**src/source/pi_route_pkg.sv**
```systemverilog
/* Pi switch routing package
   Switch dimensions, mux select widths and the direction turn type */
`default_nettype none

package pi_route_pkg;

    // Leaf clients in the whole tree
    localparam int NUM_CLIENTS = 16;
    // Virtual channels per port, VC0 has the highest priority
    localparam int VC_W = 2;
    // One extra bit above the client index
    localparam int ADDR_W = $clog2(NUM_CLIENTS) + 1;

    // Receiver FIFO depth, one slot is never handed out
    localparam int CREDIT_DEPTH = 4;
    localparam int CREDIT_W = $clog2(CREDIT_DEPTH);

    // Side outputs pick from three sources, up outputs from two
    localparam int SIDE_SEL_W = $clog2(VC_W * 3);
    localparam int UP_SEL_W = $clog2(VC_W * 2);

    // Whose turn it is, in round-robin order
    typedef enum logic [1:0] {
        TURN_L  = 2'd0,
        TURN_R  = 2'd1,
        TURN_U0 = 2'd2,
        TURN_U1 = 2'd3
    } turn_e;

endpackage

`default_nettype wire

```
**src/source/pi_credit_counter.sv**
```systemverilog
/* Credit counters for one output port
   One counter per VC, zero credits back-pressures that VC */
`timescale 1ns/10ps
`default_nettype none

module pi_credit_counter (
    input  wire logic                          clk,
    input  wire logic                          rst,
    input  wire logic [pi_route_pkg::VC_W-1:0] i_credit_gnt,
    input  wire logic [pi_route_pkg::VC_W-1:0] i_send,
    output logic      [pi_route_pkg::VC_W-1:0] o_out_bp
);

    logic [pi_route_pkg::VC_W-1:0][pi_route_pkg::CREDIT_W-1:0] count;

    always_ff @(posedge clk) begin
        if (rst) begin
            for (int vc = 0; vc < pi_route_pkg::VC_W; vc++) begin
                count[vc] <= pi_route_pkg::CREDIT_W'(pi_route_pkg::CREDIT_DEPTH - 1);
            end
        end else begin
            for (int vc = 0; vc < pi_route_pkg::VC_W; vc++) begin
                // Send and return together cancel out
                case ({i_send[vc], i_credit_gnt[vc]})
                    2'b10:   count[vc] <= count[vc] - 1'b1;
                    2'b01:   count[vc] <= count[vc] + 1'b1;
                    default: count[vc] <= count[vc];
                endcase
            end
        end
    end

    // Empty counter blocks that output VC
    always_comb begin
        for (int vc = 0; vc < pi_route_pkg::VC_W; vc++) begin
            o_out_bp[vc] = (count[vc] == '0);
        end
    end

endmodule

`default_nettype wire

```
**src/source/pi_addr_decode.sv**
```systemverilog
/* Destination decode for the Pi switch
   Maps each input VC's address to the output it wants */
`timescale 1ns/10ps
`default_nettype none

module pi_addr_decode #(
    parameter int LEVEL = 1,
    parameter int POS   = 2
) (
    input  wire logic [pi_route_pkg::VC_W-1:0]                          i_l_v,
    input  wire logic [pi_route_pkg::VC_W-1:0]                          i_r_v,
    input  wire logic [pi_route_pkg::VC_W-1:0]                          i_u0_v,
    input  wire logic [pi_route_pkg::VC_W-1:0]                          i_u1_v,
    input  wire logic [pi_route_pkg::VC_W-1:0][pi_route_pkg::ADDR_W-1:0] i_l_addr,
    input  wire logic [pi_route_pkg::VC_W-1:0][pi_route_pkg::ADDR_W-1:0] i_r_addr,
    input  wire logic [pi_route_pkg::VC_W-1:0][pi_route_pkg::ADDR_W-1:0] i_u0_addr,
    input  wire logic [pi_route_pkg::VC_W-1:0][pi_route_pkg::ADDR_W-1:0] i_u1_addr,
    output logic      [pi_route_pkg::VC_W-1:0]                          o_l_wants_r,
    output logic      [pi_route_pkg::VC_W-1:0]                          o_l_wants_u0,
    output logic      [pi_route_pkg::VC_W-1:0]                          o_r_wants_l,
    output logic      [pi_route_pkg::VC_W-1:0]                          o_r_wants_u1,
    output logic      [pi_route_pkg::VC_W-1:0]                          o_u0_wants_l,
    output logic      [pi_route_pkg::VC_W-1:0]                          o_u0_wants_r,
    output logic      [pi_route_pkg::VC_W-1:0]                          o_u1_wants_l,
    output logic      [pi_route_pkg::VC_W-1:0]                          o_u1_wants_r
);

    // Address bits above LEVEL identify the subtree
    localparam int HI_W = pi_route_pkg::ADDR_W - LEVEL - 1;
    localparam logic [HI_W-1:0] POS_HI = HI_W'(POS);

    // Destination lies below this switch
    logic [pi_route_pkg::VC_W-1:0] l_local;
    logic [pi_route_pkg::VC_W-1:0] r_local;

    always_comb begin
        for (int vc = 0; vc < pi_route_pkg::VC_W; vc++) begin
            l_local[vc] = (i_l_addr[vc][pi_route_pkg::ADDR_W-1:LEVEL+1] == POS_HI);
            r_local[vc] = (i_r_addr[vc][pi_route_pkg::ADDR_W-1:LEVEL+1] == POS_HI);

            // Left crosses over when bit LEVEL points right, else climbs via u0
            o_l_wants_r[vc]  = i_l_v[vc] & l_local[vc] & i_l_addr[vc][LEVEL];
            o_l_wants_u0[vc] = i_l_v[vc] & ~l_local[vc];

            // Right mirrors left, climbing via u1
            o_r_wants_l[vc]  = i_r_v[vc] & r_local[vc] & ~i_r_addr[vc][LEVEL];
            o_r_wants_u1[vc] = i_r_v[vc] & ~r_local[vc];

            // Downward traffic only splits on bit LEVEL
            o_u0_wants_l[vc] = i_u0_v[vc] & ~i_u0_addr[vc][LEVEL];
            o_u0_wants_r[vc] = i_u0_v[vc] & i_u0_addr[vc][LEVEL];
            o_u1_wants_l[vc] = i_u1_v[vc] & ~i_u1_addr[vc][LEVEL];
            o_u1_wants_r[vc] = i_u1_v[vc] & i_u1_addr[vc][LEVEL];
        end
    end

endmodule

`default_nettype wire

```
**src/source/pi_turn_arbiter.sv**
```systemverilog
/* Direction round-robin for the Pi switch
   Turn register and the per-output wins decisions */
`timescale 1ns/10ps
`default_nettype none

module pi_turn_arbiter (
    input  wire logic                          clk,
    input  wire logic                          rst,
    input  wire logic [pi_route_pkg::VC_W-1:0] i_l_wants_r,
    input  wire logic [pi_route_pkg::VC_W-1:0] i_l_wants_u0,
    input  wire logic [pi_route_pkg::VC_W-1:0] i_r_wants_l,
    input  wire logic [pi_route_pkg::VC_W-1:0] i_r_wants_u1,
    input  wire logic [pi_route_pkg::VC_W-1:0] i_u0_wants_l,
    input  wire logic [pi_route_pkg::VC_W-1:0] i_u0_wants_r,
    input  wire logic [pi_route_pkg::VC_W-1:0] i_u1_wants_l,
    input  wire logic [pi_route_pkg::VC_W-1:0] i_u1_wants_r,
    input  wire logic [pi_route_pkg::VC_W-1:0] i_l_in_bp,
    input  wire logic [pi_route_pkg::VC_W-1:0] i_r_in_bp,
    input  wire logic [pi_route_pkg::VC_W-1:0] i_u0_in_bp,
    input  wire logic [pi_route_pkg::VC_W-1:0] i_u1_in_bp,
    output logic                               o_l_wins_r,
    output logic                               o_u0_wins_r,
    output logic                               o_u1_wins_r,
    output logic                               o_r_wins_l,
    output logic                               o_u0_wins_l,
    output logic                               o_u1_wins_l,
    output logic                               o_l_wins_u0,
    output logic                               o_r_wins_u0,
    output logic                               o_l_wins_u1,
    output logic                               o_r_wins_u1
);

    pi_route_pkg::turn_e turn_q;
    pi_route_pkg::turn_e turn_d;

    // Stalled directions, indexed like turn_e
    logic [3:0] pending;
    logic [1:0] cand;
    logic       found;

    assign pending = {|i_u1_in_bp, |i_u0_in_bp, |i_r_in_bp, |i_l_in_bp};

    // First stalled direction after the current holder, wrapping
    always_comb begin
        turn_d = turn_q;
        found  = 1'b0;
        cand   = turn_q;
        for (int k = 1; k < 4; k++) begin
            cand = turn_q + 2'(k);
            if (!found && pending[cand]) begin
                turn_d = pi_route_pkg::turn_e'(cand);
                found  = 1'b1;
            end
        end
    end

    always_ff @(posedge clk) begin
        if (rst) begin
            turn_q <= pi_route_pkg::TURN_L;
        end else begin
            turn_q <= turn_d;
        end
    end

    // Holding the turn, or uncontested
    assign o_l_wins_r  = (turn_q == pi_route_pkg::TURN_L) | ~(|{i_u0_wants_r, i_u1_wants_r});
    assign o_u0_wins_r = (turn_q == pi_route_pkg::TURN_U0) | ~(|{i_l_wants_r, i_u1_wants_r});
    assign o_u1_wins_r = (turn_q == pi_route_pkg::TURN_U1) | ~(|{i_l_wants_r, i_u0_wants_r});

    assign o_r_wins_l  = (turn_q == pi_route_pkg::TURN_R) | ~(|{i_u0_wants_l, i_u1_wants_l});
    assign o_u0_wins_l = (turn_q == pi_route_pkg::TURN_U0) | ~(|{i_r_wants_l, i_u1_wants_l});
    assign o_u1_wins_l = (turn_q == pi_route_pkg::TURN_U1) | ~(|{i_r_wants_l, i_u0_wants_l});

    // Only left climbs via u0 and only right via u1
    assign o_l_wins_u0 = 1'b1;
    assign o_r_wins_u0 = (turn_q == pi_route_pkg::TURN_R) | ~(|i_l_wants_u0);
    assign o_l_wins_u1 = (turn_q == pi_route_pkg::TURN_L) | ~(|i_r_wants_u1);
    assign o_r_wins_u1 = 1'b1;

endmodule

`default_nettype wire

```
**src/source/pi_output_alloc.sv**
```systemverilog
/* Output allocation for the Pi switch
   Static VC priority grants, valids, input back-pressure and mux selects */
`timescale 1ns/10ps
`default_nettype none

module pi_output_alloc (
    input  wire logic [pi_route_pkg::VC_W-1:0]       i_l_wants_r,
    input  wire logic [pi_route_pkg::VC_W-1:0]       i_l_wants_u0,
    input  wire logic [pi_route_pkg::VC_W-1:0]       i_r_wants_l,
    input  wire logic [pi_route_pkg::VC_W-1:0]       i_r_wants_u1,
    input  wire logic [pi_route_pkg::VC_W-1:0]       i_u0_wants_l,
    input  wire logic [pi_route_pkg::VC_W-1:0]       i_u0_wants_r,
    input  wire logic [pi_route_pkg::VC_W-1:0]       i_u1_wants_l,
    input  wire logic [pi_route_pkg::VC_W-1:0]       i_u1_wants_r,
    input  wire logic                                i_l_wins_r,
    input  wire logic                                i_u0_wins_r,
    input  wire logic                                i_u1_wins_r,
    input  wire logic                                i_r_wins_l,
    input  wire logic                                i_u0_wins_l,
    input  wire logic                                i_u1_wins_l,
    input  wire logic                                i_l_wins_u0,
    input  wire logic                                i_r_wins_u0,
    input  wire logic                                i_l_wins_u1,
    input  wire logic                                i_r_wins_u1,
    input  wire logic [pi_route_pkg::VC_W-1:0]       i_l_out_bp,
    input  wire logic [pi_route_pkg::VC_W-1:0]       i_r_out_bp,
    input  wire logic [pi_route_pkg::VC_W-1:0]       i_u0_out_bp,
    input  wire logic [pi_route_pkg::VC_W-1:0]       i_u1_out_bp,
    output logic      [pi_route_pkg::VC_W-1:0]       o_l_v,
    output logic      [pi_route_pkg::VC_W-1:0]       o_r_v,
    output logic      [pi_route_pkg::VC_W-1:0]       o_u0_v,
    output logic      [pi_route_pkg::VC_W-1:0]       o_u1_v,
    output logic      [pi_route_pkg::VC_W-1:0]       o_l_in_bp,
    output logic      [pi_route_pkg::VC_W-1:0]       o_r_in_bp,
    output logic      [pi_route_pkg::VC_W-1:0]       o_u0_in_bp,
    output logic      [pi_route_pkg::VC_W-1:0]       o_u1_in_bp,
    output logic      [pi_route_pkg::SIDE_SEL_W-1:0] o_l_sel,
    output logic      [pi_route_pkg::SIDE_SEL_W-1:0] o_r_sel,
    output logic      [pi_route_pkg::UP_SEL_W-1:0]   o_u0_sel,
    output logic      [pi_route_pkg::UP_SEL_W-1:0]   o_u1_sel
);

    // Lowest wanting VC with credit when the source won the output
    function automatic logic [pi_route_pkg::VC_W-1:0] vc_grant(
        input logic [pi_route_pkg::VC_W-1:0] want,
        input logic [pi_route_pkg::VC_W-1:0] out_bp,
        input logic                          wins
    );
        logic [pi_route_pkg::VC_W-1:0] gnt;
        logic                          taken;
        taken = 1'b0;
        for (int vc = 0; vc < pi_route_pkg::VC_W; vc++) begin
            gnt[vc] = want[vc] & ~out_bp[vc] & wins & ~taken;
            taken   = taken | gnt[vc];
        end
        return gnt;
    endfunction

    // Binary index of a one-hot word or zero when idle
    function automatic logic [pi_route_pkg::SIDE_SEL_W-1:0] onehot_index(
        input logic [pi_route_pkg::VC_W*3-1:0] oh
    );
        logic [pi_route_pkg::SIDE_SEL_W-1:0] idx;
        idx = '0;
        for (int i = 0; i < pi_route_pkg::VC_W * 3; i++) begin
            if (oh[i]) begin
                idx = i[pi_route_pkg::SIDE_SEL_W-1:0];
            end
        end
        return idx;
    endfunction

    logic [pi_route_pkg::VC_W-1:0]       l_gets_r, u0_gets_r, u1_gets_r;
    logic [pi_route_pkg::VC_W-1:0]       r_gets_l, u0_gets_l, u1_gets_l;
    logic [pi_route_pkg::VC_W-1:0]       l_gets_u0, r_gets_u1;
    logic [pi_route_pkg::SIDE_SEL_W-1:0] u0_idx, u1_idx;

    assign l_gets_r  = vc_grant(i_l_wants_r, i_r_out_bp, i_l_wins_r);
    assign u0_gets_r = vc_grant(i_u0_wants_r, i_r_out_bp, i_u0_wins_r);
    assign u1_gets_r = vc_grant(i_u1_wants_r, i_r_out_bp, i_u1_wins_r);

    assign r_gets_l  = vc_grant(i_r_wants_l, i_l_out_bp, i_r_wins_l);
    assign u0_gets_l = vc_grant(i_u0_wants_l, i_l_out_bp, i_u0_wins_l);
    assign u1_gets_l = vc_grant(i_u1_wants_l, i_l_out_bp, i_u1_wins_l);

    // Left climbs only via u0 and right only via u1
    assign l_gets_u0 = vc_grant(i_l_wants_u0, i_u0_out_bp, i_l_wins_u0);
    assign r_gets_u1 = vc_grant(i_r_wants_u1, i_u1_out_bp, i_r_wins_u1);

    // Per-output valids
    assign o_l_v  = r_gets_l | u0_gets_l | u1_gets_l;
    assign o_r_v  = l_gets_r | u0_gets_r | u1_gets_r;
    assign o_u0_v = l_gets_u0;
    assign o_u1_v = r_gets_u1;

    // Wanted but not granted holds the head packet
    assign o_l_in_bp  = (i_l_wants_r & ~l_gets_r) | (i_l_wants_u0 & ~l_gets_u0);
    assign o_r_in_bp  = (i_r_wants_l & ~r_gets_l) | (i_r_wants_u1 & ~r_gets_u1);
    assign o_u0_in_bp = (i_u0_wants_l & ~u0_gets_l) | (i_u0_wants_r & ~u0_gets_r);
    assign o_u1_in_bp = (i_u1_wants_l & ~u1_gets_l) | (i_u1_wants_r & ~u1_gets_r);

    // Side muxes with u1 in the low slots
    assign o_l_sel = onehot_index({r_gets_l, u0_gets_l, u1_gets_l});
    assign o_r_sel = onehot_index({l_gets_r, u0_gets_r, u1_gets_r});

    // Up muxes with r in the low slots and l above
    assign u0_idx   = onehot_index({{pi_route_pkg::VC_W{1'b0}}, l_gets_u0,
                                    {pi_route_pkg::VC_W{1'b0}}});
    assign u1_idx   = onehot_index({{(2 * pi_route_pkg::VC_W){1'b0}}, r_gets_u1});
    assign o_u0_sel = u0_idx[pi_route_pkg::UP_SEL_W-1:0];
    assign o_u1_sel = u1_idx[pi_route_pkg::UP_SEL_W-1:0];

endmodule

`default_nettype wire

```
**src/source/pi_route_top.sv**
```systemverilog
/* Pi switch routing decision, top level
   Credit tracking, address decode, direction turn and output allocation */
`timescale 1ns/10ps
`default_nettype none

module pi_route_top #(
    parameter int LEVEL = 1,
    parameter int POS   = 2
) (
    input  wire logic                                                   clk,
    input  wire logic                                                   rst,
    input  wire logic [pi_route_pkg::VC_W-1:0]                          i_l_v,
    input  wire logic [pi_route_pkg::VC_W-1:0]                          i_r_v,
    input  wire logic [pi_route_pkg::VC_W-1:0]                          i_u0_v,
    input  wire logic [pi_route_pkg::VC_W-1:0]                          i_u1_v,
    input  wire logic [pi_route_pkg::VC_W-1:0][pi_route_pkg::ADDR_W-1:0] i_l_addr,
    input  wire logic [pi_route_pkg::VC_W-1:0][pi_route_pkg::ADDR_W-1:0] i_r_addr,
    input  wire logic [pi_route_pkg::VC_W-1:0][pi_route_pkg::ADDR_W-1:0] i_u0_addr,
    input  wire logic [pi_route_pkg::VC_W-1:0][pi_route_pkg::ADDR_W-1:0] i_u1_addr,
    input  wire logic [pi_route_pkg::VC_W-1:0]                          i_l_credit_gnt,
    input  wire logic [pi_route_pkg::VC_W-1:0]                          i_r_credit_gnt,
    input  wire logic [pi_route_pkg::VC_W-1:0]                          i_u0_credit_gnt,
    input  wire logic [pi_route_pkg::VC_W-1:0]                          i_u1_credit_gnt,
    output logic      [pi_route_pkg::VC_W-1:0]                          o_l_in_bp,
    output logic      [pi_route_pkg::VC_W-1:0]                          o_r_in_bp,
    output logic      [pi_route_pkg::VC_W-1:0]                          o_u0_in_bp,
    output logic      [pi_route_pkg::VC_W-1:0]                          o_u1_in_bp,
    output logic      [pi_route_pkg::VC_W-1:0]                          o_l_v,
    output logic      [pi_route_pkg::VC_W-1:0]                          o_r_v,
    output logic      [pi_route_pkg::VC_W-1:0]                          o_u0_v,
    output logic      [pi_route_pkg::VC_W-1:0]                          o_u1_v,
    output logic      [pi_route_pkg::SIDE_SEL_W-1:0]                    o_l_sel,
    output logic      [pi_route_pkg::SIDE_SEL_W-1:0]                    o_r_sel,
    output logic      [pi_route_pkg::UP_SEL_W-1:0]                      o_u0_sel,
    output logic      [pi_route_pkg::UP_SEL_W-1:0]                      o_u1_sel
);

    // Output VCs out of credit
    logic [pi_route_pkg::VC_W-1:0] l_out_bp, r_out_bp, u0_out_bp, u1_out_bp;

    // Decoded requests
    logic [pi_route_pkg::VC_W-1:0] l_wants_r, l_wants_u0, r_wants_l, r_wants_u1;
    logic [pi_route_pkg::VC_W-1:0] u0_wants_l, u0_wants_r, u1_wants_l, u1_wants_r;

    // Direction arbitration results
    logic l_wins_r, u0_wins_r, u1_wins_r, r_wins_l, u0_wins_l, u1_wins_l;
    logic l_wins_u0, r_wins_u0, l_wins_u1, r_wins_u1;

    // Each counter spends a credit on its own output valid
    pi_credit_counter u_l_credit (
        .clk(clk), .rst(rst), .i_credit_gnt(i_l_credit_gnt), .i_send(o_l_v), .o_out_bp(l_out_bp)
    );
    pi_credit_counter u_r_credit (
        .clk(clk), .rst(rst), .i_credit_gnt(i_r_credit_gnt), .i_send(o_r_v), .o_out_bp(r_out_bp)
    );
    pi_credit_counter u_u0_credit (
        .clk(clk), .rst(rst), .i_credit_gnt(i_u0_credit_gnt), .i_send(o_u0_v),
        .o_out_bp(u0_out_bp)
    );
    pi_credit_counter u_u1_credit (
        .clk(clk), .rst(rst), .i_credit_gnt(i_u1_credit_gnt), .i_send(o_u1_v),
        .o_out_bp(u1_out_bp)
    );

    pi_addr_decode #(.LEVEL(LEVEL), .POS(POS)) u_decode (
        .i_l_v(i_l_v), .i_r_v(i_r_v), .i_u0_v(i_u0_v), .i_u1_v(i_u1_v),
        .i_l_addr(i_l_addr), .i_r_addr(i_r_addr), .i_u0_addr(i_u0_addr), .i_u1_addr(i_u1_addr),
        .o_l_wants_r(l_wants_r), .o_l_wants_u0(l_wants_u0),
        .o_r_wants_l(r_wants_l), .o_r_wants_u1(r_wants_u1),
        .o_u0_wants_l(u0_wants_l), .o_u0_wants_r(u0_wants_r),
        .o_u1_wants_l(u1_wants_l), .o_u1_wants_r(u1_wants_r)
    );

    // Input back-pressure feeds back only through the registered turn
    pi_turn_arbiter u_turn (
        .clk(clk), .rst(rst),
        .i_l_wants_r(l_wants_r), .i_l_wants_u0(l_wants_u0),
        .i_r_wants_l(r_wants_l), .i_r_wants_u1(r_wants_u1),
        .i_u0_wants_l(u0_wants_l), .i_u0_wants_r(u0_wants_r),
        .i_u1_wants_l(u1_wants_l), .i_u1_wants_r(u1_wants_r),
        .i_l_in_bp(o_l_in_bp), .i_r_in_bp(o_r_in_bp),
        .i_u0_in_bp(o_u0_in_bp), .i_u1_in_bp(o_u1_in_bp),
        .o_l_wins_r(l_wins_r), .o_u0_wins_r(u0_wins_r), .o_u1_wins_r(u1_wins_r),
        .o_r_wins_l(r_wins_l), .o_u0_wins_l(u0_wins_l), .o_u1_wins_l(u1_wins_l),
        .o_l_wins_u0(l_wins_u0), .o_r_wins_u0(r_wins_u0),
        .o_l_wins_u1(l_wins_u1), .o_r_wins_u1(r_wins_u1)
    );

    pi_output_alloc u_alloc (
        .i_l_wants_r(l_wants_r), .i_l_wants_u0(l_wants_u0),
        .i_r_wants_l(r_wants_l), .i_r_wants_u1(r_wants_u1),
        .i_u0_wants_l(u0_wants_l), .i_u0_wants_r(u0_wants_r),
        .i_u1_wants_l(u1_wants_l), .i_u1_wants_r(u1_wants_r),
        .i_l_wins_r(l_wins_r), .i_u0_wins_r(u0_wins_r), .i_u1_wins_r(u1_wins_r),
        .i_r_wins_l(r_wins_l), .i_u0_wins_l(u0_wins_l), .i_u1_wins_l(u1_wins_l),
        .i_l_wins_u0(l_wins_u0), .i_r_wins_u0(r_wins_u0),
        .i_l_wins_u1(l_wins_u1), .i_r_wins_u1(r_wins_u1),
        .i_l_out_bp(l_out_bp), .i_r_out_bp(r_out_bp),
        .i_u0_out_bp(u0_out_bp), .i_u1_out_bp(u1_out_bp),
        .o_l_v(o_l_v), .o_r_v(o_r_v), .o_u0_v(o_u0_v), .o_u1_v(o_u1_v),
        .o_l_in_bp(o_l_in_bp), .o_r_in_bp(o_r_in_bp),
        .o_u0_in_bp(o_u0_in_bp), .o_u1_in_bp(o_u1_in_bp),
        .o_l_sel(o_l_sel), .o_r_sel(o_r_sel), .o_u0_sel(o_u0_sel), .o_u1_sel(o_u1_sel)
    );

endmodule

`default_nettype wire

```
**config.mk**
```make
export PLATFORM = sky130hd
export DESIGN_NAME = pi_route_top
export DESIGN_NICKNAME = d
export VERILOG_FILES = /design/src/source/pi_route_pkg.sv /design/src/source/pi_credit_counter.sv /design/src/source/pi_addr_decode.sv /design/src/source/pi_turn_arbiter.sv /design/src/source/pi_output_alloc.sv /design/src/source/pi_route_top.sv
export SDC_FILE = /design/constraint.sdc
export NUM_CORES = 1
export LEC_CHECK = 0
export BUFFER_PORTS_ARGS = -buffer_cell sky130_fd_sc_hd__buf_4
export CAP_MARGIN = 0
export CELL_PAD_IN_SITES_DETAIL_PLACEMENT = 1
export CELL_PAD_IN_SITES_GLOBAL_PLACEMENT = 1
export CORE_UTILIZATION = 35
export DETAILED_ROUTE_END_ITERATION = 16
export PLACE_DENSITY_LB_ADDON = 0.25
export SLEW_MARGIN = 20
export SYNTH_ARGS = -nofsm -noshare
export SYNTH_HDL_FRONTEND = slang
export SYNTH_SLANG_ARGS = --single-unit
export TNS_END_PERCENT = 5
```
**constraint.sdc**
```tcl
create_clock -name clk -period 5.2 [get_ports clk]
set_clock_uncertainty 0.15 [all_clocks]
set_input_delay 0.26 -clock clk [delete_from_list [all_inputs] [get_ports clk]]
set_output_delay 0.26 -clock clk [all_outputs]
set_load 0.1 [all_outputs]
```
==> results.sh, run 1 <==
export IMPL_dr_total_vias=1936
export IMPL_drt_wl_total_um=5160
export IMPL_vdd_drop_max_mv=0.245
export IMPL_fp_row_count=25
export IMPL_final_nets=363
export IMPL_worstSetupEndpointType="flip-flop"
export IMPL_path_class="reg2reg"
export IMPL_synth_warnings=0
export IMPL_powerDensity_nw_per_um2=360
export IMPL_fillCellCount=623
export IMPL_avgRoutedWirePerCell_um=14.4
export IMPL_gp_congestion=0.824
export IMPL_max_freq_mhz=335
export IMPL_dpl_cell_area_um2=2270
export IMPL_cts_sinks=18
export IMPL_io_pins=84
export IMPL_grt_max_degree=22
export IMPL_syn_area_um2=1760
export IMPL_required_ns=5.21
export IMPL_fin_setup_tns_ns=0
export IMPL_start_kind="flip-flop"
export IMPL_synthArstFlopShare=0
export IMPL_drt_iter0_markers=80
export IMPL_dr_pass1_iters=4
export IMPL_die_area_um2=5300
export IMPL_final_util=0.486
export IMPL_clk_latency_ns=0.27
export IMPL_synth_nets=302
export IMPL_finalCritPeriodShare=0.575
export IMPL_arrival_ns=3.00
export IMPL_antenna_cells=0
export IMPL_antenna_found_initial=0
export IMPL_core_area_um2=4790
export IMPL_final_common_cell="buf_4"
export IMPL_leakage_nw=1.05
export IMPL_cts_tree="built"
export IMPL_cts_root_buf="clkbuf_8"
export IMPL_ys_ff_latch=18
export IMPL_viasPerCell=5.39
export IMPL_synth_avg_cell_area_um2=7.57
export IMPL_synth_distinct_cells=55
export IMPL_hold_class="in2reg"
export IMPL_period_needed_ns=2.99
export IMPL_initial_utilization=0.367
export IMPL_area_growth_synth_to_final_pct=32.4
export IMPL_final_cell_mix="62 x buf_4, 19 x nor2_1"
export IMPL_grt_pass1_vias=1816
export IMPL_rsz0062_at_grt="false"
export IMPL_finalHoldViolCount=0
export IMPL_relSlewSlack=0.637
export IMPL_ys_flop_type="dfxtp_1"
export IMPL_place_hpwl_um=4200
export IMPL_die_y_um=72.8
export IMPL_grt_first_pass_wirelength_um=8320
export IMPL_drc=0
export IMPL_cts_resized_gates=0
export IMPL_setup_viol=0
export IMPL_netlist_instances=232
export IMPL_grt_usage=0.201
export IMPL_crit_fanout=8
export IMPL_holdBufCountCts=0
export IMPL_drv_cap=0
export IMPL_htreeDepth=1
export IMPL_numCtsBuffers=3
export IMPL_design_area_um2=2320
export IMPL_ant_nets=0
export IMPL_fp_dieW_um=72.8
export IMPL_io_buffers=62
export IMPL_status="completed"
export IMPL_yosysSeqAreaShare=0.205
export IMPL_maxSlewViolCount=0
export IMPL_grt_overflow_total=0
export IMPL_whs_ns=0.212
export IMPL_drive_above_1_share=0.295
export IMPL_path_clk_slew_ns=0.09
export IMPL_post_cts_buffers=0
export IMPL_worst_slew_pin_slew_ns=0.544
export IMPL_clockBufferDepth=2
export IMPL_synth_edff_count=0
[sequential cells by signal, indices dropped and copies added (netlist names)]
| register | flops |
|---|---|
| u_l_credit.count | 4 |
| u_r_credit.count | 4 |
| u_u0_credit.count | 4 |
| u_u1_credit.count | 4 |
| u_turn.turn_q | 2 |
[layer usage]
metal,up-vias,part of all wire,track usage
li1,966,-,-
met1,928,0.49,0.283
met2,40,0.47,0.332
met3,2,0.036,0.0331
met4,0,0.0056,0.0261
met5,-,0,0
[cells in the mapped netlist (2+ instances only)]
library cell	number	area share
or3_1	2	0.0071
dfxtp_1	18	0.21
a31oi_1	4	0.014
nand3_1	5	0.014
or3b_1	4	0.020
or3b_2	8	0.040
a41oi_1	2	0.010
ha_1	12	0.086
nor3b_1	2	0.0086
inv_1	11	0.024
o31ai_1	4	0.017
clkbuf_1	2	0.0043
nor3_1	18	0.051
nand3b_1	3	0.013
o22ai_1	3	0.011
buf_4	3	0.013
xor2_1	16	0.080
nand2_1	18	0.038
a211oi_1	2	0.0086
nor2_1	19	0.041
o21ai_0	18	0.051
nand2b_1	15	0.053
nand4_1	2	0.0071
o221a_2	2	0.013
or2_2	3	0.011
a21oi_1	7	0.020
[critical path: stages, from the launching register on]
cell     delay, ns
dfxtp_1       0.50
inv_1         0.20
ha_1          0.26
a21oi_1       0.44
nor2_1        0.11
nor3_1        0.29
ha_1          0.32
o21ai_0       0.17
or3b_2        0.45
[cell type report]
type                            instances  area [um2]  share of cell area
Sequential cell                        18         360               0.155
Tap cell                               67        83.8              0.0361
Inverter                               11        41.3              0.0178
Clock buffer                            4        55.1              0.0237
Multi-Input combinational cell        197        1320               0.567
Timing Repair Buffer                   62         465               0.200
[worst paths after layout]
check                       start                   end  slack [ns]  cells past startpoint
max              u_turn.turn_q[0]   u_r_credit.count[3]        2.21                      8
min                           rst   u_l_credit.count[2]        0.21                      2
max reg2reg      u_turn.turn_q[0]   u_r_credit.count[3]        2.21                      8
min reg2reg  u_u0_credit.count[0]  u_u0_credit.count[0]        0.40                      2
[cell families (layout without fill, tap and decap cells)]
family	after synthesis	count (layout)	share of synthesized area
simple gates	110	110	0.353
compound gates	57	57	0.225
flops	18	18	0.205
buf+inv	17	77	0.0435
xor+xnor	16	16	0.0798
fa+ha+maj	12	12	0.0855
other cells	1	1	0.00214
mux	1	1	0.00641
[through the flow]
step | setup WS (ns) | cells | total power (W)
after detailed placement | 1.94 | 355 | 0.000711
after global placement | 1.98 | 355 | 0.000699
after CTS | 2.21 | 359 | 0.000838
after global routing | 2.00 | 359 | 0.000888
after floorplan | 0.903 | 232 | 0.000594
final | 2.21 | 359 | 0.000836
[power breakdown]
| part | total (W) | switching, W | internal, W |
|---|---|---|---|
| Sequential | 0.000213 | 0.0000414 | 0.000172 |
| Combinational | 0.000497 | 0.000339 | 0.000159 |
| Clock | 0.000125 | 0.0000579 | 0.0000675 |
Note: power is estimated with default switching activity, not from simulation.
==> run 2: changes to the inputs <==
- CORE_UTILIZATION: 35 -> 32
- clock period: 5.2 -> 3 ns (I/O delays scaled with it)
==> results.sh, run 2 (synthesis results as in run 1) <==
export IMPL_start_kind="input pin"
export IMPL_maxSlewViolCount=0
export IMPL_drv_cap=0
export IMPL_drt_iter0_markers=84
export IMPL_clockBufferDepth=2
export IMPL_power_internal_w=0.000712
export IMPL_r2r_slack_ns=0.29
export IMPL_grt_overflow_total=0
export IMPL_fillCellCount=674
export IMPL_path_class="in2reg"
export IMPL_vdd_drop_max_mv=0.262
export IMPL_r2r_end="u_l_credit.count[1]"
export IMPL_dr_total_vias=1905
export IMPL_core_area_um2=5200
export IMPL_holdBufCountCts=0
export IMPL_fp_dieW_um=76.1
export IMPL_crit_fanout=3
export IMPL_setup_ws_ns=0.253
export IMPL_rsz0062_at_grt="false"
export IMPL_arrival_ns=2.75
export IMPL_worstSetupEndpointType="flip-flop"
export IMPL_die_area_um2=5790
export IMPL_clk_latency_ns=0.27
export IMPL_antenna_cells=0
export IMPL_grt_usage=0.195
export IMPL_viasPerCell=5.16
export IMPL_final_nets=370
export IMPL_final_cell_mix="69 x buf_4, 19 x nor2_1, 18 x o21ai_0, 18 x nand2_1, 18 x nor3_1"
export IMPL_io_buffers=62
export IMPL_drt_wl_total_um=5340
export IMPL_fp_row_count=26
export IMPL_grt_pass1_vias=1991
export IMPL_final_common_cell="buf_4"
export IMPL_numCtsBuffers=3
export IMPL_cts_tree="built"
export IMPL_place_hpwl_um=4420
export IMPL_min_from="rst"
export IMPL_hold_depth=2
export IMPL_dr_pass1_iters=6
export IMPL_cts_root_buf="clkbuf_8"
export IMPL_cts_sinks=18
export IMPL_netSwitchingPower_w=0.000760
export IMPL_r2r_cells=8
export IMPL_gp_congestion=0.788
export IMPL_r2r_start="u_turn.turn_q[0]"
export IMPL_setup_viol=0
export IMPL_antenna_found_initial=0
export IMPL_powerDensity_nw_per_um2=614
export IMPL_die_y_um=76.1
export IMPL_io_pins=84
export IMPL_finalCritPeriodShare=0.916
export IMPL_drive_above_1_share=0.324
export IMPL_seqPwrFrac=0.250
export IMPL_grt_first_pass_wirelength_um=9180
export IMPL_htreeDepth=1
export IMPL_preCtsSetupSlack_ns=-0.0469
export IMPL_status="completed"
export IMPL_netSwitchingFraction=0.516
export IMPL_crit_path_top_delay_cell="or3b_2"
export IMPL_drc=0
export IMPL_combPwrFrac=0.604
export IMPL_avgRoutedWirePerCell_um=14.5
export IMPL_path_clk_slew_ns=0.08
export IMPL_fin_setup_tns_ns=0
export IMPL_ant_nets=0
export IMPL_finalHoldViolCount=0
export IMPL_worstHoldEndpoint="u_r_credit.count[2]"
export IMPL_period_needed_ns=2.75
export IMPL_p_clk_frac=0.146
export IMPL_max_stage_delay_ns=0.45
export IMPL_max_freq_mhz=364
export IMPL_initial_utilization=0.337
export IMPL_cp_cell_sequence="buf_4, or3b_4, or3b_1, a41oi_1, o22ai_1, a21oi_1, ha_1, o21ai_0, or3b_2"
export IMPL_hold_class="in2reg"
export IMPL_grt_max_degree=22
export IMPL_required_ns=3.00
export IMPL_leakage_nw=1.09
export IMPL_area_growth_synth_to_final_pct=36.6
run 2: cell count changes in the layout (fill, tap and decap cells not counted), sizes merged:
cell / change
buf: +7
run 2: per-layer routing:
metal  global-route usage  routed length (um)
met1                0.240                2550
met5                    0                   0
met3               0.0407                 154
met2                0.339                2580
met4               0.0577                  56
run 2: worst max-delay path, delay by kind of cell:
family / cells / cell delay, ns
fa+ha+maj: 1 / 0.30
simple gates: 3 / 1.23
compound gates: 4 / 0.95
buf+inv: 1 / 0.11
run 2: final cells by class:
cell class / instances / area, um2 / area share
multi-input combinational: 197 / 1330 / 0.556
timing repair buffer: 69 / 518 / 0.216
sequential: 18 / 362 / 0.151
inverter: 11 / 41.3 / 0.0172
clock buffer: 4 / 55.1 / 0.0230
tap: 70 / 87.6 / 0.0365
run 2: how the worst max path moves through the flow:
stage	start	end	slack, ns	depth (start not counted)
after global placement	i_r_addr[9]	u_l_credit.count[1]	0.07	9
after CTS	u_turn.turn_q[0]	u_l_credit.count[1]	0.15	8
after global routing	u_turn.turn_q[0]	u_r_credit.count[1]	0.10	11
final	i_r_addr[9]	u_l_credit.count[1]	0.25	9
after detailed placement	i_r_addr[9]	u_l_credit.count[1]	-0.05	9
after floorplan	u_turn.turn_q[1]	o_l_sel[1]	-0.87	5
run 2: power groups by stage:
stage                     logic, W  registers (W)  clock network [W]
after floorplan           0.000677       0.000355                  0
after global placement    0.000870       0.000369                  0
after detailed placement  0.000884       0.000372                  0
after CTS                 0.000889       0.000366           0.000225
after global routing      0.000957       0.000382           0.000236
final                     0.000890       0.000368           0.000215
run 2: metrics by stage:
| stage | area [um2] | hold WS, ns | util | std cells | power (W) |
|---|---|---|---|---|---|
| floorplan | 1760 | 0.200 | - | 232 | 0.00103 |
| global placement | 2330 | 0.375 | 0.448 | 365 | 0.00124 |
| detailed placement | 2330 | 0.380 | 0.448 | 365 | 0.00126 |
| CTS | 2390 | 0.107 | 0.459 | 369 | 0.00148 |
| global route | 2400 | 0.121 | 0.461 | 369 | 0.00158 |
| finish | 2400 | 0.105 | 0.461 | 369 | 0.00147 |
run 2: repair_timing:
item	in CTS	in global routing
buffers inserted	0	0
setup endpoints to repair	0	3
resized for setup	0	2
